**src/rtl/coreTypes.sv**
```systemverilog
package coreTypes;

    // One data or address word
    typedef logic [31:0] word_t;

    // Register index
    typedef logic [4:0] regAddr_t;

    localparam int RegCount = 32;

    // Base opcodes, instr[6:0]
    localparam logic [6:0] OpLui    = 7'b0110111;
    localparam logic [6:0] OpAuipc  = 7'b0010111;
    localparam logic [6:0] OpJal    = 7'b1101111;
    localparam logic [6:0] OpJalr   = 7'b1100111;
    localparam logic [6:0] OpBranch = 7'b1100011;
    localparam logic [6:0] OpLoad   = 7'b0000011;
    localparam logic [6:0] OpStore  = 7'b0100011;
    localparam logic [6:0] OpImm    = 7'b0010011;
    localparam logic [6:0] OpReg    = 7'b0110011;

    // ALU funct3 codes
    localparam logic [2:0] F3AddSub = 3'b000;
    localparam logic [2:0] F3Sll    = 3'b001;
    localparam logic [2:0] F3Slt    = 3'b010;
    localparam logic [2:0] F3Sltu   = 3'b011;
    localparam logic [2:0] F3Xor    = 3'b100;
    localparam logic [2:0] F3Srl    = 3'b101;
    localparam logic [2:0] F3Or     = 3'b110;
    localparam logic [2:0] F3And    = 3'b111;

    // Branch funct3 codes
    localparam logic [2:0] F3Beq  = 3'b000;
    localparam logic [2:0] F3Bne  = 3'b001;
    localparam logic [2:0] F3Blt  = 3'b100;
    localparam logic [2:0] F3Bge  = 3'b101;
    localparam logic [2:0] F3Bltu = 3'b110;
    localparam logic [2:0] F3Bgeu = 3'b111;

    // How the execute unit interprets funct3/funct7
    typedef enum logic [2:0] {
        AluAdd,
        AluReg,
        AluImm,
        AluBranch,
        AluLui
    } aluClass_t;

    typedef enum logic [1:0] {
        BrNone,
        BrCond,
        BrJal,
        BrJalr
    } branch_t;

endpackage

```
**src/rtl/instrDecoder.sv**
```systemverilog
`timescale 1ns/1ps

module instrDecoder import coreTypes::*; (
    input  word_t       instr,
    output regAddr_t    rs1Addr,
    output regAddr_t    rs2Addr,
    output regAddr_t    rdAddr,
    output logic [2:0]  funct3,
    output logic [6:0]  funct7,
    output word_t       imm,
    output aluClass_t   aluClass,
    output logic        aluSrc,
    output logic        pcToRegSrc,
    output logic        rdSrc,
    output logic        memToReg,
    output logic        memWrite,
    output logic        memRead,
    output logic        regWrite,
    output branch_t     branch
);

    logic [6:0] opcode;
    word_t immI;
    word_t immS;
    word_t immB;
    word_t immU;
    word_t immJ;

    assign opcode  = instr[6:0];
    assign rdAddr  = instr[11:7];
    assign funct3  = instr[14:12];
    assign rs1Addr = instr[19:15];
    assign rs2Addr = instr[24:20];
    assign funct7  = instr[31:25];

    // Immediate formats, all sign-extended from bit 31
    assign immI = {{20{instr[31]}}, instr[31:20]};
    assign immS = {{20{instr[31]}}, instr[31:25], instr[11:7]};
    assign immB = {{19{instr[31]}}, instr[31], instr[7], instr[30:25], instr[11:8], 1'b0};
    assign immU = {instr[31:12], 12'b0};
    assign immJ = {{11{instr[31]}}, instr[31], instr[19:12], instr[20], instr[30:21], 1'b0};

    always_comb begin
        // Unknown opcode falls through with everything inactive
        imm        = '0;
        aluClass   = AluAdd;
        aluSrc     = 1'b0;
        pcToRegSrc = 1'b0;
        rdSrc      = 1'b0;
        memToReg   = 1'b0;
        memWrite   = 1'b0;
        memRead    = 1'b0;
        regWrite   = 1'b0;
        branch     = BrNone;
        case (opcode)
            OpLui: begin
                imm      = immU;
                aluClass = AluLui;
                aluSrc   = 1'b1;
                regWrite = 1'b1;
            end
            OpAuipc: begin
                imm        = immU;
                rdSrc      = 1'b1;
                pcToRegSrc = 1'b1;
                regWrite   = 1'b1;
            end
            OpJal: begin
                imm      = immJ;
                aluSrc   = 1'b1;
                rdSrc    = 1'b1;
                regWrite = 1'b1;
                branch   = BrJal;
            end
            OpJalr: begin
                imm      = immI;
                aluSrc   = 1'b1;
                rdSrc    = 1'b1;
                regWrite = 1'b1;
                branch   = BrJalr;
            end
            OpBranch: begin
                imm      = immB;
                aluClass = AluBranch;
                branch   = BrCond;
            end
            OpLoad: begin
                imm      = immI;
                aluSrc   = 1'b1;
                memRead  = 1'b1;
                memToReg = 1'b1;
                regWrite = 1'b1;
            end
            OpStore: begin
                imm      = immS;
                aluSrc   = 1'b1;
                memWrite = 1'b1;
            end
            OpImm: begin
                imm      = immI;
                aluClass = AluImm;
                aluSrc   = 1'b1;
                regWrite = 1'b1;
            end
            OpReg: begin
                aluClass = AluReg;
                regWrite = 1'b1;
            end
            default: ;
        endcase
    end

    // Stores never write rd
    always_comb begin
        assert (!(regWrite && memWrite))
            else $error("regWrite and memWrite both high for opcode %b", opcode);
    end

endmodule

```
**src/rtl/registerFile.sv**
```systemverilog
`timescale 1ns/1ps

module registerFile import coreTypes::*; (
    input  logic     clk,
    input  logic     reset,
    input  regAddr_t rs1Addr,
    input  regAddr_t rs2Addr,
    output word_t    rs1Data,
    output word_t    rs2Data,
    input  logic     wbEn,
    input  regAddr_t wbAddr,
    input  word_t    wbData
);

    word_t regs [RegCount];

    // No bypass, a same-edge write is seen only by the next capture
    always_ff @(posedge clk or posedge reset) begin
        if (reset) begin
            for (int i = 0; i < RegCount; i++) begin
                regs[i] <= '0;
            end
        end else if (wbEn && (wbAddr != '0)) begin
            regs[wbAddr] <= wbData;
        end
    end

    // x0 always reads as zero
    assign rs1Data = (rs1Addr == '0) ? '0 : regs[rs1Addr];
    assign rs2Data = (rs2Addr == '0) ? '0 : regs[rs2Addr];

endmodule

```
**src/rtl/idExeReg.sv**
```systemverilog
`timescale 1ns/1ps

module idExeReg import coreTypes::*; (
    input  logic        clk,
    input  logic        reset,
    input  logic        flush,
    input  word_t       pc,
    input  word_t       rs1Data,
    input  word_t       rs2Data,
    input  regAddr_t    rdAddr,
    input  logic [2:0]  funct3,
    input  logic [6:0]  funct7,
    input  regAddr_t    rs1Addr,
    input  regAddr_t    rs2Addr,
    input  word_t       imm,
    input  aluClass_t   aluClass,
    input  logic        aluSrc,
    input  logic        pcToRegSrc,
    input  logic        rdSrc,
    input  logic        memToReg,
    input  logic        memWrite,
    input  logic        memRead,
    input  logic        regWrite,
    input  branch_t     branch,
    output word_t       exePc,
    output word_t       exeRs1Data,
    output word_t       exeRs2Data,
    output regAddr_t    exeRdAddr,
    output logic [2:0]  exeFunct3,
    output logic [6:0]  exeFunct7,
    output regAddr_t    exeRs1Addr,
    output regAddr_t    exeRs2Addr,
    output word_t       exeImm,
    output aluClass_t   exeAluClass,
    output logic        exeAluSrc,
    output logic        exePcToRegSrc,
    output logic        exeRdSrc,
    output logic        exeMemToReg,
    output logic        exeMemWrite,
    output logic        exeMemRead,
    output logic        exeRegWrite,
    output branch_t     exeBranch
);

    always_ff @(posedge clk or posedge reset) begin
        if (reset) begin
            exePc         <= '0;
            exeRs1Data    <= '0;
            exeRs2Data    <= '0;
            exeRdAddr     <= '0;
            exeFunct3     <= '0;
            exeFunct7     <= '0;
            exeRs1Addr    <= '0;
            exeRs2Addr    <= '0;
            exeImm        <= '0;
            exeAluClass   <= AluAdd;
            exeAluSrc     <= 1'b0;
            exePcToRegSrc <= 1'b0;
            exeRdSrc      <= 1'b0;
            exeMemToReg   <= 1'b0;
            exeMemWrite   <= 1'b0;
            exeMemRead    <= 1'b0;
            exeRegWrite   <= 1'b0;
            exeBranch     <= BrNone;
        end else if (flush) begin
            // Squash side effects only, the data fields hold
            exeMemWrite <= 1'b0;
            exeMemRead  <= 1'b0;
            exeRegWrite <= 1'b0;
            exeBranch   <= BrNone;
        end else begin
            exePc         <= pc;
            exeRs1Data    <= rs1Data;
            exeRs2Data    <= rs2Data;
            exeRdAddr     <= rdAddr;
            exeFunct3     <= funct3;
            exeFunct7     <= funct7;
            exeRs1Addr    <= rs1Addr;
            exeRs2Addr    <= rs2Addr;
            exeImm        <= imm;
            exeAluClass   <= aluClass;
            exeAluSrc     <= aluSrc;
            exePcToRegSrc <= pcToRegSrc;
            exeRdSrc      <= rdSrc;
            exeMemToReg   <= memToReg;
            exeMemWrite   <= memWrite;
            exeMemRead    <= memRead;
            exeRegWrite   <= regWrite;
            exeBranch     <= branch;
        end
    end

    // A flushed slot never reaches memory or the register file
    flushSquashes: assert property (
        @(posedge clk) disable iff (reset)
        flush |=> (!exeRegWrite && !exeMemWrite && !exeMemRead)
    ) else $error("side-effect control survived a flush");

endmodule

```
**src/rtl/execUnit.sv**
```systemverilog
`timescale 1ns/1ps

module execUnit import coreTypes::*; (
    input  word_t       exePc,
    input  word_t       exeRs1Data,
    input  word_t       exeRs2Data,
    input  word_t       exeImm,
    input  logic [2:0]  exeFunct3,
    input  logic [6:0]  exeFunct7,
    input  aluClass_t   exeAluClass,
    input  logic        exeAluSrc,
    input  logic        exePcToRegSrc,
    input  logic        exeRdSrc,
    input  branch_t     exeBranch,
    output word_t       exeResult,
    output logic        branchTaken,
    output word_t       branchTarget,
    output word_t       exeStoreData
);

    word_t opA;
    word_t opB;
    word_t aluResult;
    word_t pcPlusImm;
    word_t pcPlus4;
    word_t jalrTarget;
    logic [4:0] shamt;
    logic altOp;
    logic condHolds;

    assign opA   = exeRs1Data;
    assign opB   = exeAluSrc ? exeImm : exeRs2Data;
    assign shamt = opB[4:0];

    // funct7[5] picks sub/sra; for immediates it only matters on shifts
    assign altOp = exeFunct7[5] && ((exeAluClass == AluReg) || (exeFunct3 == F3Srl));

    always_comb begin
        case (exeAluClass)
            AluReg, AluImm: begin
                case (exeFunct3)
                    F3AddSub: aluResult = altOp ? (opA - opB) : (opA + opB);
                    F3Sll:    aluResult = opA << shamt;
                    F3Slt:    aluResult = {31'b0, $signed(opA) < $signed(opB)};
                    F3Sltu:   aluResult = {31'b0, opA < opB};
                    F3Xor:    aluResult = opA ^ opB;
                    F3Srl:    aluResult = altOp ? word_t'($signed(opA) >>> shamt)
                                                : (opA >> shamt);
                    F3Or:     aluResult = opA | opB;
                    default:  aluResult = opA & opB;
                endcase
            end
            AluBranch: aluResult = opA - opB;
            AluLui:    aluResult = exeImm;
            default:   aluResult = opA + opB;
        endcase
    end

    // Branch compare always on rs1 vs rs2
    always_comb begin
        case (exeFunct3)
            F3Beq:   condHolds = (exeRs1Data == exeRs2Data);
            F3Bne:   condHolds = (exeRs1Data != exeRs2Data);
            F3Blt:   condHolds = ($signed(exeRs1Data) < $signed(exeRs2Data));
            F3Bge:   condHolds = ($signed(exeRs1Data) >= $signed(exeRs2Data));
            F3Bltu:  condHolds = (exeRs1Data < exeRs2Data);
            F3Bgeu:  condHolds = (exeRs1Data >= exeRs2Data);
            default: condHolds = 1'b0;
        endcase
    end

    assign pcPlusImm  = exePc + exeImm;
    assign pcPlus4    = exePc + 32'd4;
    assign jalrTarget = (exeRs1Data + exeImm) & ~32'd1;

    assign branchTaken = (exeBranch == BrJal) || (exeBranch == BrJalr)
                      || ((exeBranch == BrCond) && condHolds);
    assign branchTarget = (exeBranch == BrJalr) ? jalrTarget : pcPlusImm;

    // Link value for JAL/JALR, pc-relative value for AUIPC
    assign exeResult = exeRdSrc ? (exePcToRegSrc ? pcPlusImm : pcPlus4) : aluResult;

    assign exeStoreData = exeRs2Data;

endmodule

```
**src/rtl/decodeExecute.sv**
```systemverilog
`timescale 1ns/1ps

module decodeExecute import coreTypes::*; (
    input  logic     clk,
    input  logic     reset,
    input  word_t    instr,
    input  word_t    pc,
    input  logic     flush,
    input  logic     wbEn,
    input  regAddr_t wbAddr,
    input  word_t    wbData,
    output logic     exeRegWrite,
    output regAddr_t exeWriteAddr,
    output word_t    exeResult,
    output logic     exeMemRead,
    output logic     exeMemWrite,
    output word_t    exeStoreData,
    output logic     branchTaken,
    output word_t    branchTarget
);

    // Decode side
    regAddr_t rs1Addr;
    regAddr_t rs2Addr;
    regAddr_t rdAddr;
    logic [2:0] funct3;
    logic [6:0] funct7;
    word_t imm;
    aluClass_t aluClass;
    logic aluSrc;
    logic pcToRegSrc;
    logic rdSrc;
    logic memToReg;
    logic memWrite;
    logic memRead;
    logic regWrite;
    branch_t branch;
    word_t rs1Data;
    word_t rs2Data;

    // Execute side
    word_t exePc;
    word_t exeRs1Data;
    word_t exeRs2Data;
    logic [2:0] exeFunct3;
    logic [6:0] exeFunct7;
    word_t exeImm;
    aluClass_t exeAluClass;
    logic exeAluSrc;
    logic exePcToRegSrc;
    logic exeRdSrc;
    branch_t exeBranch;

    instrDecoder decoder0 (
        .instr      (instr),
        .rs1Addr    (rs1Addr),
        .rs2Addr    (rs2Addr),
        .rdAddr     (rdAddr),
        .funct3     (funct3),
        .funct7     (funct7),
        .imm        (imm),
        .aluClass   (aluClass),
        .aluSrc     (aluSrc),
        .pcToRegSrc (pcToRegSrc),
        .rdSrc      (rdSrc),
        .memToReg   (memToReg),
        .memWrite   (memWrite),
        .memRead    (memRead),
        .regWrite   (regWrite),
        .branch     (branch)
    );

    registerFile regFile0 (
        .clk     (clk),
        .reset   (reset),
        .rs1Addr (rs1Addr),
        .rs2Addr (rs2Addr),
        .rs1Data (rs1Data),
        .rs2Data (rs2Data),
        .wbEn    (wbEn),
        .wbAddr  (wbAddr),
        .wbData  (wbData)
    );

    // MEM-stage and forwarding fields have no consumer here
    idExeReg idExe0 (
        .clk           (clk),
        .reset         (reset),
        .flush         (flush),
        .pc            (pc),
        .rs1Data       (rs1Data),
        .rs2Data       (rs2Data),
        .rdAddr        (rdAddr),
        .funct3        (funct3),
        .funct7        (funct7),
        .rs1Addr       (rs1Addr),
        .rs2Addr       (rs2Addr),
        .imm           (imm),
        .aluClass      (aluClass),
        .aluSrc        (aluSrc),
        .pcToRegSrc    (pcToRegSrc),
        .rdSrc         (rdSrc),
        .memToReg      (memToReg),
        .memWrite      (memWrite),
        .memRead       (memRead),
        .regWrite      (regWrite),
        .branch        (branch),
        .exePc         (exePc),
        .exeRs1Data    (exeRs1Data),
        .exeRs2Data    (exeRs2Data),
        .exeRdAddr     (exeWriteAddr),
        .exeFunct3     (exeFunct3),
        .exeFunct7     (exeFunct7),
        .exeRs1Addr    (),
        .exeRs2Addr    (),
        .exeImm        (exeImm),
        .exeAluClass   (exeAluClass),
        .exeAluSrc     (exeAluSrc),
        .exePcToRegSrc (exePcToRegSrc),
        .exeRdSrc      (exeRdSrc),
        .exeMemToReg   (),
        .exeMemWrite   (exeMemWrite),
        .exeMemRead    (exeMemRead),
        .exeRegWrite   (exeRegWrite),
        .exeBranch     (exeBranch)
    );

    execUnit exec0 (
        .exePc         (exePc),
        .exeRs1Data    (exeRs1Data),
        .exeRs2Data    (exeRs2Data),
        .exeImm        (exeImm),
        .exeFunct3     (exeFunct3),
        .exeFunct7     (exeFunct7),
        .exeAluClass   (exeAluClass),
        .exeAluSrc     (exeAluSrc),
        .exePcToRegSrc (exePcToRegSrc),
        .exeRdSrc      (exeRdSrc),
        .exeBranch     (exeBranch),
        .exeResult     (exeResult),
        .branchTaken   (branchTaken),
        .branchTarget  (branchTarget),
        .exeStoreData  (exeStoreData)
    );

endmodule

```
**config.mk**
```make
export PLATFORM = sky130hd
export DESIGN_NAME = decodeExecute
export DESIGN_NICKNAME = d
export VERILOG_FILES = /design/src/rtl/coreTypes.sv /design/src/rtl/instrDecoder.sv /design/src/rtl/registerFile.sv /design/src/rtl/idExeReg.sv /design/src/rtl/execUnit.sv /design/src/rtl/decodeExecute.sv
export SDC_FILE = /design/constraint.sdc
export NUM_CORES = 2
export LEC_CHECK = 0
export ABC_CLOCK_PERIOD_IN_PS = 35000
export BUFFER_PORTS_ARGS = -buffer_cell sky130_fd_sc_hd__buf_4
export CORE_AREA = 2 2 420 422
export DETAILED_ROUTE_END_ITERATION = 7
export DIE_AREA = 0 0 422 424
export SLEW_MARGIN = 20
export SYNTH_ARGS = -nofsm -noshare
export SYNTH_HDL_FRONTEND = slang
export SYNTH_HIERARCHICAL = 1
export SYNTH_SLANG_ARGS = --single-unit
```
**constraint.sdc**
```tcl
create_clock -name clk -period 35 [get_ports clk]
set_clock_uncertainty 0.05 [all_clocks]
set_input_delay 1.75 -clock clk [delete_from_list [all_inputs] [get_ports clk]]
set_output_delay 1.75 -clock clk [all_outputs]
set_load 0.05 [all_outputs]
```
=== Word level (Yosys, flattened, before mapping) ===
Index checks and enable logic that the tools add are counted.

* Flip-flop bits (word level): 1,177
* Input port bits: 105
* Output and inout port bits: 105
* Logic and storage cells: 146

* Add/subtract/negate cells: 5
* Magnitude comparators: 10
* Equality and inequality tests: 25
* Shift-type cells: 3
* Muxes and demuxes: 33
* Bitwise gates (word level): 6
* Reduce and logical (&&, ||, !) cells: 17

{| class="wikitable"
|+ Operators with widths
! kind !! number
|-
| 1024-bit bitwise mux || 1
|-
| 32-bit two-way mux || 13
|-
| 32-bit binary-select mux with 5-bit select || 2
|-
| 32-bit one-hot mux with 7 select lines || 1
|-
| 32-bit demux with 5-bit select || 1
|-
| 32-bit one-hot mux with 5 select lines || 1
|-
| 32-bit < comparator || 4
|-
| 32-bit adder || 3
|-
| 32-bit one-hot mux with 3 select lines || 1
|-
| 32-bit greater-or-equal comparator || 2
|-
| 32-bit by 3-bit adder with 32-bit output (second input constant) || 1
|-
| 32-bit AND || 1
|-
| 32-bit equality test || 1
|-
| 32-bit inequality test || 1
|-
| 32-bit OR || 1
|-
| 32-bit by 5-bit left shift with 32-bit output || 1
|-
| 32-bit by 5-bit >> shifter with 32-bit output || 1
|-
| 32-bit by 5-bit >>> shifter with 32-bit output || 1
|-
| 32-bit subtractor || 1
|-
| 32-bit XOR || 1
|-
| 7-bit by 6-bit equality test with 1-bit output (second input constant) || 3
|-
| 7-bit equality test (second input constant) || 3
|-
| 6-bit greater-or-equal comparator (second input constant) || 3
|-
| 5-bit inverter with 6-bit output || 3
|-
| 22 further kinds || 48
|}

=== Longest topological paths before layout ===
* Word-level depth: 7
* Gate-level depth with buffers: 18
* Depth with buffers taken out: 14

=== Cells and area by module ===
The synthesis kept the hierarchy.

{| class="wikitable"
|+ Modules (own cells, without submodules)
! module !! times used !! cells an instance !! area an instance (µm²) !! sequential area each (µm²)
|-
| registerFile || 1 || 3,692 || 54,732.5 || 25,624.6
|-
| execUnit || 1 || 2,430 || 16,174.3 || 0.0
|-
| idExeReg || 1 || 349 || 6,162.2 || 4,129.0
|-
| instrDecoder || 1 || 133 || 917.1 || 0.0
|}

=== Least setup slack after synthesis ===
OpenSTA, ideal clock, no wires.

* Path type: reg2out
* From: reg idExe0.exeAluSrc
* To: out exeResult[30]
* Arrival time: 4.808 ns
* Required time: 33.200 ns
* Setup slack: 28.392 ns
* Stages on the path, launching flop included: 18
* Path buffers: 3
* Cells stage by stage: dfrtp_1 buf_4 mux2i_4 inv_2 buf_2 buf_2 ha_1 fa_1 o21bai_1 a21oi_1 o31a_2 o311a_1 a21o_1 a21oi_1 o21ai_0 a31oi_1 nor2_1 o31ai_1

* Word-level cells in the longest chain between the ends: 6
* Elaborated cells between the ends (all ways): 14
* Classes of those cells: add/sub: 2; shift: 3; mux: 6; bitwise: 3

{| class="wikitable"
|+ RTL lines
! item !! RTL line !! text
|-
| start: declaration || idExeReg.sv:35 || <nowiki>output logic exeAluSrc,</nowiki>
|-
| start signal: assignment || idExeReg.sv:82 || <nowiki>exeAluSrc <= aluSrc;</nowiki>
|-
| 32-bit two-way mux * || execUnit.sv:32 || <nowiki>assign opB = exeAluSrc ? exeImm : exeRs2Data;</nowiki>
|-
| 32-bit adder (tied with other cells) || execUnit.sv:42, execUnit.sv:55 ||
|-
| 32-bit two-way mux, on equally long branches || execUnit.sv:42, execUnit.sv:47 ||
|-
| 32-bit one-hot mux with 7 select lines || execUnit.sv:41 || <nowiki>case (exeFunct3)</nowiki>
|-
| 32-bit one-hot mux with 3 select lines * || execUnit.sv:39 || <nowiki>case (exeAluClass)</nowiki>
|-
| 32-bit two-way mux * || execUnit.sv:81 || <nowiki>assign exeResult = exeRdSrc ? (exePcToRegSrc ? pcPlusImm : pcPlus4) : aluResult;</nowiki>
|-
| end: declaration || decodeExecute.sv:14 || <nowiki>output word_t exeResult,</nowiki>
|}

Mark *: on every way between the ends. The rest lies on a longest branch, timed or not.

=== Final worst setup path ===
* From: reg idExe0.exeAluSrc
* To: out exeResult[28]

Same word-level chain as after synthesis.

==> reports/metrics.yaml <==
run_status:
  outcome: "complete, no violations"
setup_path:
  worstPathMaxFanout: 59
  critPathMostFrequentCell: "sky130_fd_sc_hd__buf_4"
  critical_path.endpoint_type: "primary output"
  path_buf_inv: 5
  critPathKind: "reg -> out"
  crit_chain: "buf_4 > mux2i_4 > buf_4 > inv_1 > buf_4 > ha_1 > a21o_1 > a31oi_1 > o21bai_1 > nand3_1 > a21oi_1 > or3_1 > a21oi_1 > xnor2_1 > nand3_1 > a22oi_1 > buf_4"
  cp_data_required_time_ns: 33.20
  timing.critical_path.max_delay_family: "buffers and inverters"
  critical_path_start_type: "flip-flop"
  cp_slowest_cell: "sky130_fd_sc_hd__buf_4"
  worst-endpoint-arrival_ns: 6.36
  critical_path.max_stage_delay_ns: 0.58
grt:
  grt_overflow_total: 0
  globalRouteTotalUtil: 0.3246
  grt_antenna_before_repair: 17
  grt_start_max_net_pins: 164
  grt_first_pass_wirelength_um: 424100
  grt_pass1_vias: 58405
finish:
  fillCellCount: 15851
  multi_input_logic_area_um2: 44180
  nNetsFinal: 6741
  layout_cell_share_with_drive_strength_beyond_1: 0.3506
  register_area_um2: 29330
  area_delta_synth_final_pct: 9.236
  finish.cell_count_without_fillers: 8881
synthesis:
  syn_inst_count: 6563
  synth_area_per_cell_um2: 11.78
  synth_area_um2: 77320
  syn_nets: 6876
  synth-warning-count: 6
clock_tree:
  tritoncts_clock_tree: "built"
  clock_edge_transition_at_the_registers_on_the_reported_setup_and_hold_paths_ns: 0.06
  cts-buffers-inserted: 134
  worst_skew_pair.late_latency_ns: 0.81
  holdBufCountCts: 0
  clkSinkCount: 1172
  cts.root.buffer_cell: "sky130_fd_sc_hd__clkbuf_16"
  cts_setup_buffers: 0
  cts_max_path_buffers: 3
  cts_max_level: 4
  number_of_gates_resized_after_cts: 0
timing:
  post-route-period-util: 0.2333
  worst_pin_slew_ns: 1.318
  final_setup_viols: 0
  rsz0062_at_grt: "false"
  maxClockFrequency_mhz: 122.5
  timing_max_transition_violations_final: 0
  sum_of_negative_setup_slack_ns: 0
  max_transition_margin: 0.1120
  timing.final.crit_period_ns: 8.164
  hold_viol_final: 0
  final.hold.worst_slack_ns: 0.3507
detailed_routing:
  route.final.wire_length_um: 295400
  vias_per_cell: 6.611
  drt_drc_violations_left: 0
  drt_iter0_markers: 6725
  detail_route.wl_per_cell_um: 33.26
  drtAntennaViolNets: 0
  detailroute.via_count: 58708
  first_pass_iters: 5
placed_design:
  port_buffers: 209
  place_inst: 8632
  routabilityCongestion: 1.027
  hpwlAfterDp_um: 194000
job:
  maxCapViolations: 0
floorplanning:
  die-area_um2: 178900
  floorplan.initialDensity: 0.4419
  top_level_ports: 210
  standard_cell_rows: 154
  fp.dieH_um: 424
  die_boundary_width_um: 422
  core_region_area_um2: 175000
power:
  worst_ir_drop_on_vdd_uv: 53.22
  cellPowerDensity_nw_per_um2: 59.27
  p_leak_nw: 37.01
hold_path:
  worstHoldPathType: "reg -> reg"
==> sequential cells by signal, indices dropped and copies added (netlist names) <==
register              flops
idExe0/exeRs1Data        32
idExe0/exePc             32
idExe0/exeImm            32
idExe0/exeRs2Data        32
idExe0/exeRdAddr          5
regFile0/regs          1024
idExe0/exeBranch          2
idExe0/exeMemWrite        1
idExe0/exeAluClass        3
idExe0/exeRdSrc           1
idExe0/exeAluSrc          1
idExe0/exeFunct3          3
idExe0/exeMemRead         1
idExe0/exeFunct7          1
idExe0/exePcToRegSrc      1
idExe0/exeRegWrite        1
==> cell usage in the layout, fill, tap and decap left out, drive strengths merged, types with 39 or more instances in the layout <==
master / n
a22oi: 87
clkbuf: 196
nor2b: 67
nand3: 108
dfrtp: 1172
a2111oi: 41
and2: 39
a22o: 48
o211ai: 66
o21a: 48
o22ai: 74
a21oi: 279
a211oi: 76
xor2: 46
nor2: 225
mux2: 1193
o21ai: 180
mux2i: 419
o221ai: 42
xnor2: 96
a21o: 70
nor3: 76
mux4: 406
nand2: 321
inv: 159
buf: 373
ha: 204
==> per-layer routing <==
layer | up-vias | track usage | routed length (µm)
met5 | - | 0 | 110
met4 | 16 | 0.2027 | 21140
met3 | 792 | 0.06111 | 21830
met2 | 2888 | 0.5117 | 135700
met1 | 30522 | 0.4132 | 116600
li1 | 24490 | - | -
==> metrics by stage <==
stage	area (µm²)	setup WS [ns]	util	power, mW
after floorplan	77320	4.384	-	3.017
after global placement	79930	27.71	0.4569	3.521
after detailed placement	79940	27.80	0.4569	3.547
after CTS	84430	26.91	0.4826	4.994
after global routing	84450	26.52	0.4827	5.214
final	84460	26.84	0.4827	5.006
==> worst paths after layout <==
path / startpoint / slack [ns] / depth (start not counted) / endpoint
setup / recovery: idExe0/exeAluSrc / 26.84 / 17 / exeResult[28]
hold / removal: regFile0/regs[1013] / 0.35 / 0 / regFile0/regs[1013]
setup reg to reg: regFile0/regs[397] / 32.56 / 5 / idExe0/exeRs1Data[13]
hold reg to reg: regFile0/regs[1013] / 0.35 / 0 / regFile0/regs[1013]
max in group asynchronous: reset / 29.09 / 7 / regFile0/regs[875]
min in group asynchronous: reset / 0.94 / 2 / idExe0/exeRs2Data[24]
==> power by group <==
group | leakage, nW | switching [mW] | internal (mW)
logic | 19.8 | 1.00 | 0.746
clock network | 2.21 | 0.602 | 0.835
registers | 15.0 | 0.223 | 1.60
total | 37.0 | 1.82 | 3.18
==> worst reg2reg max path, delay by kind of cell, from the launching register on <==
kind / cells / cell delay, ns
AOI/OAI and AO/OA: 2 / 1.31
DFF: 1 / 0.37
muxes: 3 / 0.66
==> area by class of cell <==
type / instances / area share
multi-input cells: 4592 / 0.5232
flip-flops and latches: 1172 / 0.3473
clock buffers: 196 / 0.04641
well taps: 2340 / 0.03467
repair buffers: 373 / 0.03449
inverters: 155 / 0.007037
clock inverters: 46 / 0.006726
diodes: 7 / 0.0002074
(Power assumes the default switching activity.)
